==> config.mk <==
export PLATFORM = sky130hd
export DESIGN_NAME = debug_top
export DESIGN_NICKNAME = d
export VERILOG_FILES = /design/src/hw/debug_pkg.sv /design/src/hw/debug_ctrl.sv /design/src/hw/debug_top.sv /design/src/hw/instr_mem.sv /design/src/hw/latch_dump.sv /design/src/hw/uart_word_rx.sv
export SDC_FILE = /design/constraint.sdc
export NUM_CORES = 2
export LEC_CHECK = 0
export ABC_CLOCK_PERIOD_IN_PS = 49500
export CAP_MARGIN = 20
export CORE_UTILIZATION = 45
export DETAILED_ROUTE_END_ITERATION = 10
export DONT_BUFFER_PORTS = 1
export PLACE_DENSITY = 0.6
export SLEW_MARGIN = 0
export SYNTH_ARGS = -nofsm -noshare
export SYNTH_HDL_FRONTEND = slang
export SYNTH_SLANG_ARGS = --single-unit
==> constraint.sdc <==
create_clock -name i_clk -period 49.5 [get_ports i_clk]
set_clock_uncertainty 0.05 [all_clocks]
set_input_delay 4.95 -clock i_clk [delete_from_list [all_inputs] [get_ports i_clk]]
set_output_delay 4.95 -clock i_clk [all_outputs]
set_load 0.01 [all_outputs]
==> src/hw/debug_pkg.sv <==
`default_nettype none

package debug_pkg;

    // mode selection words, sent as four ascii bytes
    localparam logic [31:0] cmd_charge = "\0chm";
    localparam logic [31:0] cmd_cont   = "\0com";
    localparam logic [31:0] cmd_step   = "\0stm";

    // step mode control words
    localparam logic [31:0] cmd_next   = "nxst";
    localparam logic [31:0] cmd_cancel = "clst";

    // end of program marker, stored in memory like any instruction
    localparam logic [31:0] end_instr  = 32'hffff_ffff;

    // one word from the uart word assembler to the controller
    typedef struct packed {
        logic [31:0] data;
    } word_xfer_t;

    // the four pipeline latches, if_id goes out first
    typedef struct packed {
        logic [63:0]  if_id;
        logic [138:0] id_ex;
        logic [75:0]  ex_mem;
        logic [70:0]  mem_wb;
        logic [1:0]   pad;    // always zero, rounds up to whole bytes
    } pipe_snapshot_t;

    localparam int snap_bytes = $bits(pipe_snapshot_t) / 8;    // 44

endpackage

`default_nettype wire

==> src/hw/debug_ctrl.sv <==
`timescale 1ns/1ps
`default_nettype none

module debug_ctrl #(
    parameter int IMEM_DEPTH   = 64,
    parameter int DRAIN_CYCLES = 3
) (
    input  wire                                  i_clk,
    input  wire                                  i_reset,
    input  wire  debug_pkg::word_xfer_t          i_word,
    input  wire                                  i_word_req,
    output logic                                 o_word_ack,
    input  wire                                  i_program_end,
    output logic                                 o_halt,
    output logic                                 o_stall,
    output logic                                 o_pc_reset,
    output logic                                 o_imem_we,
    output logic [$clog2(IMEM_DEPTH)+1:0]        o_imem_addr,
    output logic [31:0]                          o_imem_data,
    output logic                                 o_dump_req,
    input  wire                                  i_dump_ack
);

    localparam int DC_W = $clog2(DRAIN_CYCLES + 1);

    typedef enum logic [2:0] {
        S_IDLE,
        S_CHARGE,
        S_RUN,
        S_DRAIN,
        S_STEP,
        S_STEP_EXEC,
        S_DUMP,
        S_DUMP_END
    } state_t;

    state_t          state;
    logic            prog_loaded;
    logic            step_mode;
    logic [DC_W-1:0] drain_cnt;
    logic            drain_stall;
    logic            accepting;
    logic            accept;
    logic [31:0]     word;

    assign word      = i_word.data;
    assign accepting = (state == S_IDLE) || (state == S_CHARGE) || (state == S_STEP);
    assign accept    = accepting && i_word_req && !o_word_ack;

    // stall during drain, and in the single step cycle if the end marker is in decode
    assign o_stall = drain_stall || ((state == S_STEP_EXEC) && i_program_end);

    always_ff @(posedge i_clk) begin
        if (i_reset) begin
            state       <= S_IDLE;
            prog_loaded <= 1'b0;
            step_mode   <= 1'b0;
            drain_cnt   <= '0;
            drain_stall <= 1'b0;
            o_word_ack  <= 1'b0;
            o_halt      <= 1'b1;
            o_pc_reset  <= 1'b0;
            o_imem_we   <= 1'b0;
            o_imem_addr <= '0;
            o_dump_req  <= 1'b0;
        end else begin
            o_pc_reset <= 1'b0;
            o_imem_we  <= 1'b0;

            if (o_word_ack && !i_word_req) begin
                o_word_ack <= 1'b0;
            end else if (accept) begin
                o_word_ack <= 1'b1;
            end

            // advance the write address once the word is in
            if (o_imem_we) begin
                o_imem_addr <= (o_imem_data == debug_pkg::end_instr) ? '0 : o_imem_addr + 4;
            end

            case (state)
                S_IDLE: begin
                    if (accept) begin
                        if (word == debug_pkg::cmd_charge) begin
                            prog_loaded <= 1'b0;  // memory is being rewritten
                            state       <= S_CHARGE;
                        end else if (word == debug_pkg::cmd_cont && prog_loaded) begin
                            o_halt <= 1'b0;
                            state  <= S_RUN;
                        end else if (word == debug_pkg::cmd_step && prog_loaded) begin
                            step_mode <= 1'b1;
                            state     <= S_STEP;
                        end
                    end
                end

                S_CHARGE: begin
                    if (accept) begin
                        o_imem_we <= 1'b1;
                        if (word == debug_pkg::end_instr) begin
                            prog_loaded <= 1'b1;
                            o_pc_reset  <= 1'b1;
                            state       <= S_IDLE;
                        end
                    end
                end

                S_RUN: begin
                    if (i_program_end) begin
                        drain_stall <= 1'b1;  // let the last real instruction leave
                        drain_cnt   <= '0;
                        state       <= S_DRAIN;
                    end
                end

                S_DRAIN: begin
                    drain_cnt <= drain_cnt + 1'b1;
                    if (drain_cnt == DC_W'(DRAIN_CYCLES - 1)) begin
                        drain_stall <= 1'b0;
                        o_halt      <= 1'b1;
                        o_dump_req  <= 1'b1;
                        state       <= S_DUMP;
                    end
                end

                S_STEP: begin
                    if (accept) begin
                        if (word == debug_pkg::cmd_next) begin
                            o_halt <= 1'b0;   // exactly one clock of execution
                            state  <= S_STEP_EXEC;
                        end else if (word == debug_pkg::cmd_cancel) begin
                            step_mode  <= 1'b0;
                            o_pc_reset <= 1'b1;
                            state      <= S_IDLE;
                        end
                    end
                end

                S_STEP_EXEC: begin
                    o_halt     <= 1'b1;
                    o_dump_req <= 1'b1;
                    state      <= S_DUMP;
                end

                S_DUMP: begin
                    if (i_dump_ack) begin
                        o_dump_req <= 1'b0;
                        state      <= S_DUMP_END;
                    end
                end

                S_DUMP_END: begin
                    if (!i_dump_ack) begin
                        if (step_mode) begin
                            state <= S_STEP;
                        end else begin
                            o_pc_reset <= 1'b1;  // continuous run is over
                            state      <= S_IDLE;
                        end
                    end
                end

                default: state <= S_IDLE;
            endcase
        end
    end

    always_ff @(posedge i_clk) begin
        if (accept && state == S_CHARGE) begin
            o_imem_data <= word;
        end
    end

endmodule

`default_nettype wire

==> src/hw/debug_top.sv <==
`timescale 1ns/1ps
`default_nettype none

module debug_top #(
    parameter int IMEM_DEPTH   = 64,
    parameter int DRAIN_CYCLES = 3
) (
    input  wire                             i_clk,
    input  wire                             i_reset,
    input  wire                             i_rx_valid,
    input  wire  [7:0]                      i_rx_byte,
    output logic                            o_tx_req,
    output logic [7:0]                      o_tx_byte,
    input  wire                             i_tx_ack,
    input  wire                             i_program_end,
    input  wire  [$clog2(IMEM_DEPTH)+1:0]   i_fetch_addr,
    input  wire  debug_pkg::pipe_snapshot_t i_snapshot,
    output logic [31:0]                     o_fetch_instr,
    output logic                            o_halt,
    output logic                            o_stall,
    output logic                            o_pc_reset
);

    localparam int AW = $clog2(IMEM_DEPTH) + 2;

    debug_pkg::word_xfer_t word;
    logic                  word_req;
    logic                  word_ack;
    logic                  imem_we;
    logic [AW-1:0]         imem_addr;
    logic [31:0]           imem_data;
    logic                  dump_req;
    logic                  dump_ack;

    uart_word_rx u_word_rx (
        .i_clk      (i_clk),
        .i_reset    (i_reset),
        .i_rx_valid (i_rx_valid),
        .i_rx_byte  (i_rx_byte),
        .o_word     (word),
        .o_word_req (word_req),
        .i_word_ack (word_ack)
    );

    debug_ctrl #(
        .IMEM_DEPTH   (IMEM_DEPTH),
        .DRAIN_CYCLES (DRAIN_CYCLES)
    ) u_ctrl (
        .i_clk         (i_clk),
        .i_reset       (i_reset),
        .i_word        (word),
        .i_word_req    (word_req),
        .o_word_ack    (word_ack),
        .i_program_end (i_program_end),
        .o_halt        (o_halt),
        .o_stall       (o_stall),
        .o_pc_reset    (o_pc_reset),
        .o_imem_we     (imem_we),
        .o_imem_addr   (imem_addr),
        .o_imem_data   (imem_data),
        .o_dump_req    (dump_req),
        .i_dump_ack    (dump_ack)
    );

    instr_mem #(
        .IMEM_DEPTH (IMEM_DEPTH)
    ) u_imem (
        .i_clk         (i_clk),
        .i_we          (imem_we),
        .i_waddr       (imem_addr),
        .i_wdata       (imem_data),
        .i_fetch_addr  (i_fetch_addr),
        .o_fetch_instr (o_fetch_instr)
    );

    latch_dump u_dump (
        .i_clk      (i_clk),
        .i_reset    (i_reset),
        .i_snapshot (i_snapshot),
        .i_dump_req (dump_req),
        .o_dump_ack (dump_ack),
        .o_tx_req   (o_tx_req),
        .o_tx_byte  (o_tx_byte),
        .i_tx_ack   (i_tx_ack)
    );

endmodule

`default_nettype wire

==> src/hw/instr_mem.sv <==
`timescale 1ns/1ps
`default_nettype none

module instr_mem #(
    parameter int IMEM_DEPTH = 64
) (
    input  wire                            i_clk,
    input  wire                            i_we,
    input  wire  [$clog2(IMEM_DEPTH)+1:0]  i_waddr,
    input  wire  [31:0]                    i_wdata,
    input  wire  [$clog2(IMEM_DEPTH)+1:0]  i_fetch_addr,
    output logic [31:0]                    o_fetch_instr
);

    localparam int AW = $clog2(IMEM_DEPTH) + 2;

    logic [31:0] mem [IMEM_DEPTH];

    // byte addresses in, word index is addr / 4
    always_ff @(posedge i_clk) begin
        if (i_we) begin
            mem[i_waddr[AW-1:2]] <= i_wdata;
        end
    end

    always_ff @(posedge i_clk) begin
        o_fetch_instr <= mem[i_fetch_addr[AW-1:2]];  // one cycle read latency
    end

endmodule

`default_nettype wire

==> src/hw/latch_dump.sv <==
`timescale 1ns/1ps
`default_nettype none

module latch_dump (
    input  wire                             i_clk,
    input  wire                             i_reset,
    input  wire  debug_pkg::pipe_snapshot_t i_snapshot,
    input  wire                             i_dump_req,
    output logic                            o_dump_ack,
    output logic                            o_tx_req,
    output logic [7:0]                      o_tx_byte,
    input  wire                             i_tx_ack
);

    localparam int SW = $bits(debug_pkg::pipe_snapshot_t);
    localparam int CW = $clog2(debug_pkg::snap_bytes);

    typedef enum logic [1:0] {
        D_IDLE,
        D_REQ,
        D_ACK_LOW,
        D_DONE
    } dstate_t;

    dstate_t       state;
    logic [SW-1:0] shift_q;
    logic [CW-1:0] byte_cnt;
    logic          last_byte;

    assign last_byte = (byte_cnt == CW'(debug_pkg::snap_bytes - 1));
    assign o_tx_byte = shift_q[SW-1 -: 8];  // top byte is the one on offer

    always_ff @(posedge i_clk) begin
        if (i_reset) begin
            state      <= D_IDLE;
            byte_cnt   <= '0;
            o_tx_req   <= 1'b0;
            o_dump_ack <= 1'b0;
        end else begin
            case (state)
                D_IDLE: begin
                    if (i_dump_req) begin
                        byte_cnt <= '0;
                        o_tx_req <= 1'b1;
                        state    <= D_REQ;
                    end
                end

                D_REQ: begin
                    if (i_tx_ack) begin
                        o_tx_req <= 1'b0;
                        state    <= D_ACK_LOW;
                    end
                end

                D_ACK_LOW: begin
                    if (!i_tx_ack) begin
                        if (last_byte) begin
                            o_dump_ack <= 1'b1;
                            state      <= D_DONE;
                        end else begin
                            byte_cnt <= byte_cnt + 1'b1;
                            o_tx_req <= 1'b1;
                            state    <= D_REQ;
                        end
                    end
                end

                D_DONE: begin
                    if (!i_dump_req) begin
                        o_dump_ack <= 1'b0;
                        state      <= D_IDLE;
                    end
                end

                default: state <= D_IDLE;
            endcase
        end
    end

    // snapshot is frozen at accept, then shifted a byte per completed transfer
    always_ff @(posedge i_clk) begin
        if (state == D_IDLE && i_dump_req) begin
            shift_q <= i_snapshot;
        end else if (state == D_ACK_LOW && !i_tx_ack && !last_byte) begin
            shift_q <= {shift_q[SW-9:0], 8'h00};
        end
    end

endmodule

`default_nettype wire

==> src/hw/uart_word_rx.sv <==
`timescale 1ns/1ps
`default_nettype none

module uart_word_rx (
    input  wire                       i_clk,
    input  wire                       i_reset,
    input  wire                       i_rx_valid,
    input  wire  [7:0]                i_rx_byte,
    output debug_pkg::word_xfer_t     o_word,
    output logic                      o_word_req,
    input  wire                       i_word_ack
);

    logic [31:0] word_q;      // assembled word, msb first
    logic [1:0]  byte_cnt;
    logic        wait_ack_low; // req dropped, waiting for the controller to release ack
    logic        take_byte;

    // a byte is only taken while no word is pending
    assign take_byte = i_rx_valid && !o_word_req && !wait_ack_low;

    always_ff @(posedge i_clk) begin
        if (i_reset) begin
            byte_cnt     <= 2'd0;
            o_word_req   <= 1'b0;
            wait_ack_low <= 1'b0;
        end else if (o_word_req) begin
            if (i_word_ack) begin
                o_word_req   <= 1'b0;
                wait_ack_low <= 1'b1;
            end
        end else if (wait_ack_low) begin
            if (!i_word_ack) begin   // handshake closed
                wait_ack_low <= 1'b0;
                byte_cnt     <= 2'd0;
            end
        end else if (take_byte) begin
            byte_cnt <= byte_cnt + 2'd1;
            if (byte_cnt == 2'd3) begin
                o_word_req <= 1'b1;  // fourth byte in, offer the word
            end
        end
    end

    always_ff @(posedge i_clk) begin
        if (take_byte) begin
            word_q <= {word_q[23:0], i_rx_byte};
        end
    end

    assign o_word.data = word_q;

endmodule

`default_nettype wire

* Word-level counts from Yosys, hierarchy flattened *
Memory sizes are Yosys's and may differ from the RTL's. A register that Yosys moved wholly into a read port is not among the register bits.
Index checks and enable logic that the tools add are counted.

cells by class
  add/sub/neg operators = 4
  equal/unequal tests = 46
  mux-type cells = 87
  bitwise gates (word level) = 2
  reduce and logical (&&, ||, !) cells = 46

operators with widths
  kind                  count
  $mux 352              2
  $eq 32x23->1 const B  3
  $eq 32x31->1 const B  2
  $eq 32x32->1 const B  2
  $mux 1                46
  $mux 3                14
  $ne 2x2->1 const B    17
  $pmux 3 s8            1
  $mux 2                9
  $mux 6                3
  $ne 2x1->1 const B    7
  $reduce_bool 2->1     7
  $eq 3x3->1 const B    4
  $logic_and 1x1->1     12
  $pmux 6 s2            1
  $reduce_and 4->1      3
  $reduce_and 10->1     1
  $reduce_and 5->1      2
  $pmux 1 s3            3
  $reduce_and 3->1      3
  $add 8x3->8 const B   1
  $eq 2x2->1 const B    4
  $mux 8                1
  $pmux 1 s2            4
  22 further kinds      33

storage, ports and cells
  register bits after elaboration = 451
  memory bits (writable) = 2048
  input port bits = 373
  output and inout port bits = 44
  word-level logic and storage cells = 207
  memories kept = 1

memories
  memory      words  width  rd ports  clocked after memory_dff  wr ports  RTL line         source
  u_imem.mem  64     32     1         1                         1         instr_mem.sv:17  logic [31:0] mem [IMEM_DEPTH];

* Logic depth before layout (Yosys ltp) *
  word-level depth = 7
  gate-level depth with buffers = 7

* Hierarchy *
Synthesis repeated with hierarchy kept, for this count alone.

unflattened totals
  cells, all modules = 5317
  area, all modules = 98315.5 um2

modules (own cells, without submodules)
  module        instances  cells an instance  area each (um2)  seq. area each (um2)
  instr_mem     1          3511               79039.6          62139.6
  latch_dump    1          1542               15781.4          10770.3
  debug_ctrl    1          210                2336.0           1341.3
  uart_word_rx  1          54                 1158.6           1041.0

* Worst setup path before layout *
Ideal clock, no wire load.

  path kind = input to register
  start = input port i_tx_ack
  end = register u_dump.byte_cnt[4]
  library setup time = 80 ps
  data arrival time = 23200 ps
  required time = 49370 ps
  slack = 26170 ps
  stages = 6
  buffers on the path = 0
  cells stage by stage = nor2_1 -> nand2_1 -> o21bai_1 -> nand4_1 -> xor2_1 -> nor3_1

between the ends
  longest elaborated chain between the ends = 2

RTL lines
  what                               RTL line          source
  from (decl)                        debug_top.sv:14   input wire i_tx_ack,
  $ne 2x2->1 (no source line)        --
  $reduce_and 4->1 (no source line)  --
  to (signal assigned)               latch_dump.sv:62  byte_cnt <= byte_cnt + 1'b1;
  to (decl)                          latch_dump.sv:27  logic [CW-1:0] byte_cnt;

No other way between the ends.
A chain may end at the register's enable or synchronous reset.

* Final worst setup path *
  start = input port i_program_end
  end = output port o_stall

between the ends
  longest elaborated chain between the ends = 2

RTL lines
  what               RTL line          source
  from (decl)        debug_top.sv:15   input wire i_program_end,
  $logic_and 1x1->1  debug_ctrl.sv:51  assign o_stall = drain_stall || ((state == S_STEP_EXEC) && i_program_end);
  $logic_or 1x1->1   debug_ctrl.sv:51
  to (decl)          debug_top.sv:20   output logic o_stall,

No other way between the ends.

==> summary.txt <==
Timing
  – Final Setup Violations: 0
  – Worst hold slack: 417 ps
  – Setup TNS Final: 0 ps
  – Min Clock Period, post-route: 10260 ps
  – FMAX: 97.4 MHz
  – RSZ-0062 raised after global routing: no
  – Crit share post-route: 0.207
  – Rel. slew slack: -0.604
  – Slew @ Worst Pin: 2410 ps
  – Final hold vios: 0
  – Max Slew Vio Count: 332

Synthesis
  – Post-synth EDFFs: 2464
  – Ys async rst share: 0
  – Area contributors post-synth: edfxtp_1, mux4_2, mux2_2
  – Post-synthesis sequential area ratio: 0.776
  – Dominant cell type by area after synthesis: edfxtp_1
  – Post-synthesis register bit count: 2529
  – Synth Warn #: 0
  – Synth top area share: 0.762
  – Synthesized area per cell: 23.3 um^2
  – Distinct cells, synth: 58
  – Net count after synthesis: 4535
  – Synth Flop Type: edfxtp_1
  – Mapped cell area: 0.0971 mm^2
  – Synthesized instance count: 4158

Power
  – Clock network power share: 0.440
  – Pwr Density: 39.7 mW/mm^2
  – Flop pwr share: 0.536
  – Sw Ratio: 0.196
  – P_int: 0.00349 W
  – Worst vdd ir: 0.0422 mV
  – Comb pwr share: 0.025
  – P_leak: 33.5 nW
  – Net Switching: 0.000849 W
  – Total power: 0.00434 W

Final layout
  – Layout cells sized above 1: 0.337
  – Area of the multi-input gates: 0.0212 mm^2
  – Layout fillers: 16656
  – Post-layout nets: 4708
  – Register area: 0.0753 mm^2
  – Syn-to-layout area delta: 12.6%

Setup path
  – Worst EP required: 44500 ps
  – Critical path depth: 1
  – FF-to-FF End: u_dump.shift_q[304]$_DFFE_PP_
  – Largest fanout on the critical path: 4
  – Reg2reg setup slack: 44130 ps
  – Worst r2r src: u_dump.state[0]$_SDFFE_PP0P_
  – Critical path buffers and inverters: 0
  – Worst setup SP type: primary input
  – CP Class: in2out
  – Critical path's slowest cell: a41o_1
  – CP cell instances: a41o_1
  – Worst path top cell family by delay: compound AO/OA/AOI/OAI gates
  – Crit-path max cell delay: 310 ps
  – Worst Reg-to-Reg Cells: 7
  – Data arrival time of the worst path: 5260 ps
  – Worst setup EP type: output pin

Place
  – IO Port Bufs: 0
  – GPL Wtd Cong: 0.775
  – DP HPWL: 120000 um

Drt
  – DR WL/cell: 31.6 um
  – DRT Wirelength: 233000 um
  – DRC violation total after the first TritonRoute iteration: 4881
  – Post-DRT Antenna Nets: 0
  – Routed vias/inst: 5.92
  – Via count: 43601
  – First-pass DRT Iterations: 5
  – DRC: 0

Run status
  – Outcome: complete, but fails checks
  – Failing checks: slew limit

Floorplanning
  – Core Rows: 170
  – Die ar.: 0.218 mm^2
  – Starting Density: 0.453
  – Die width: 466 um
  – Die height: 466 um
  – Ports: 417
  – Core Area: 0.214 mm^2

Clock tree
  – Clock sinks: 2529
  – Clk slew on worst S/H paths: 60 ps
  – CTS max path bufs: 4
  – Skew-Pair Late Insertion Delay: 920 ps
  – CTS tree: done
  – H-tree levels: 5
  – PostCTS Resize Cnt: 0
  – Num CTS Buffers: 278
  – Hold_buf cts: 0
  – Postcts setup bufs: 0
  – Root Driver: clkbuf_16

Worst hold path
  – Min-Delay Path Class: reg2reg
  – Worst hold path cell count: 0
  – Hold wc startpoint: u_word_rx.o_word[31]$_DFFE_PP_
  – WHS Endpoint: u_ctrl.o_imem_data[31]$_DFFE_PP_

GRT
  – First-pass GRT wire length: 327000 um
  – Vias in the first global route: 44372
  – Initial antenna violation count: 40
  – Largest net degree at the start of global routing: 513
  – GRT Total Usage: 0.213
  – Grt total ovfl: 0

Run
  – Max_cap viols: 0
through the flow:
stage / cell area (um^2) / cells / worst slack, ps / utilization
after CTS: 109000 / 7341 / 39230 / 0.509
final: 109000 / 7360 / 39240 / 0.510
after floorplan: 97100 / 4158 / 26170 / -
after global routing: 109000 / 7352 / 39240 / 0.509
after detailed placement: 101000 / 6885 / 39230 / 0.471
after global placement: 101000 / 6885 / 39240 / 0.471
power groups by stage:
stage / Combinational, W / Clock [W] / Sequential [W]
finish: 0.000107 / 0.00191 / 0.00232
global route: 0.000111 / 0.00202 / 0.00232
CTS: 0.0000936 / 0.00194 / 0.00232
detailed placement: 0.0000933 / 0 / 0.00237
global placement: 0.0000932 / 0 / 0.00237
floorplan: 0.0000872 / 0 / 0.00237
kinds of logic after synthesis:
| group | after synthesis | share of synthesized area |
|---|---|---|
| AO/OA/AOI/OAI | 112 | 0.00807 |
| flip-flops | 2529 | 0.776 |
| buffers and inverters | 227 | 0.0111 |
| multiplexers | 992 | 0.189 |
| XOR/XNOR | 10 | 0.000902 |
| adder cells (fa/ha/maj) | 4 | 0.000516 |
| AND/OR/NAND/NOR | 284 | 0.0145 |
state kept, by name, summed over array words and instances (netlist names), 3 cells and up:
name	cells
u_ctrl.o_imem_data	32
u_ctrl.state	3
u_dump.byte_cnt	6
u_dump.shift_q	352
u_imem.mem	2048
u_word_rx.o_word	32
u_imem.o_fetch_instr	32
u_ctrl.o_imem_addr	6
synth_stat cells, types with 3 or more instances:
| library cell | count |
|---|---|
| a21oi_1 | 17 |
| buf_2 | 70 |
| mux4_2 | 640 |
| buf_6 | 6 |
| nand3_1 | 11 |
| buf_4 | 25 |
| buf_1 | 17 |
| and2_1 | 15 |
| a22oi_1 | 50 |
| ha_1 | 4 |
| inv_1 | 6 |
| mux2_2 | 345 |
| and3_1 | 4 |
| nand4_1 | 20 |
| nand3b_1 | 4 |
| mux2i_1 | 7 |
| nor2_1 | 90 |
| nor4_1 | 11 |
| nor2b_1 | 14 |
| or2_2 | 3 |
| edfxtp_1 | 2464 |
| o22ai_1 | 14 |
| xor2_1 | 6 |
| nand2b_1 | 10 |
| clkbuf_1 | 103 |
| xnor2_1 | 4 |
| o21ai_0 | 4 |
| o21a_1 | 4 |
| nor3_1 | 20 |
| or4_1 | 3 |
| nand2_1 | 64 |
| dfxtp_1 | 65 |
cell usage in the layout, fill, tap and decap left out, drive strengths merged, types with 15 or more instances in the layout:
master / synthesis / layout
nor3: 21 / 21
a21oi: 17 / 17
diode: 0 / 15
dfxtp: 65 / 65
buf: 118 / 114
nor2: 90 / 90
nand2: 64 / 64
clkinv: 0 / 78
mux4: 640 / 640
and2: 15 / 15
edfxtp: 2464 / 2464
a22oi: 50 / 50
clkbuf: 103 / 360
mux2: 345 / 345
nand4: 20 / 20
how the worst max path moves through the flow:
stage / start / endpoint / slack, ps
2_1_floorplan: i_tx_ack / u_dump.byte_cnt[4]$_SDFFE_PP0P_ / 26170
3_3_place_gp: i_program_end / o_stall / 39240
3_5_place_dp: i_program_end / o_stall / 39230
4_1_cts: i_program_end / o_stall / 39230
5_1_grt: i_program_end / o_stall / 39240
6_report: i_program_end / o_stall / 39240
worst register-to-register path: cells and delay by family, from the launching register on:
kind | cells | cell delay [ps]
buffers and inverters | 5 | 4000
flip-flops | 1 | 400
AND/OR/NAND/NOR | 1 | 180
AO/OA/AOI/OAI | 1 | 320
routing by layer:
metal	global-route usage	vias to the layer above	share of wire
li1	-	18055	-
met1	0.289	23537	0.40
met2	0.348	1642	0.50
met3	0.0468	361	0.079
met4	0.0565	6	0.024
met5	0	-	0.00017
layout make-up:
type	instances	area share
inverters	6	0.000206
repair buffers	114	0.00857
flip-flops and latches	2529	0.689
diodes	15	0.000344
well taps	2838	0.0325
clock buffers	360	0.0686
clock inverters	96	0.00655
multi-input cells	1402	0.194
Power figures use the tool's default switching activity.
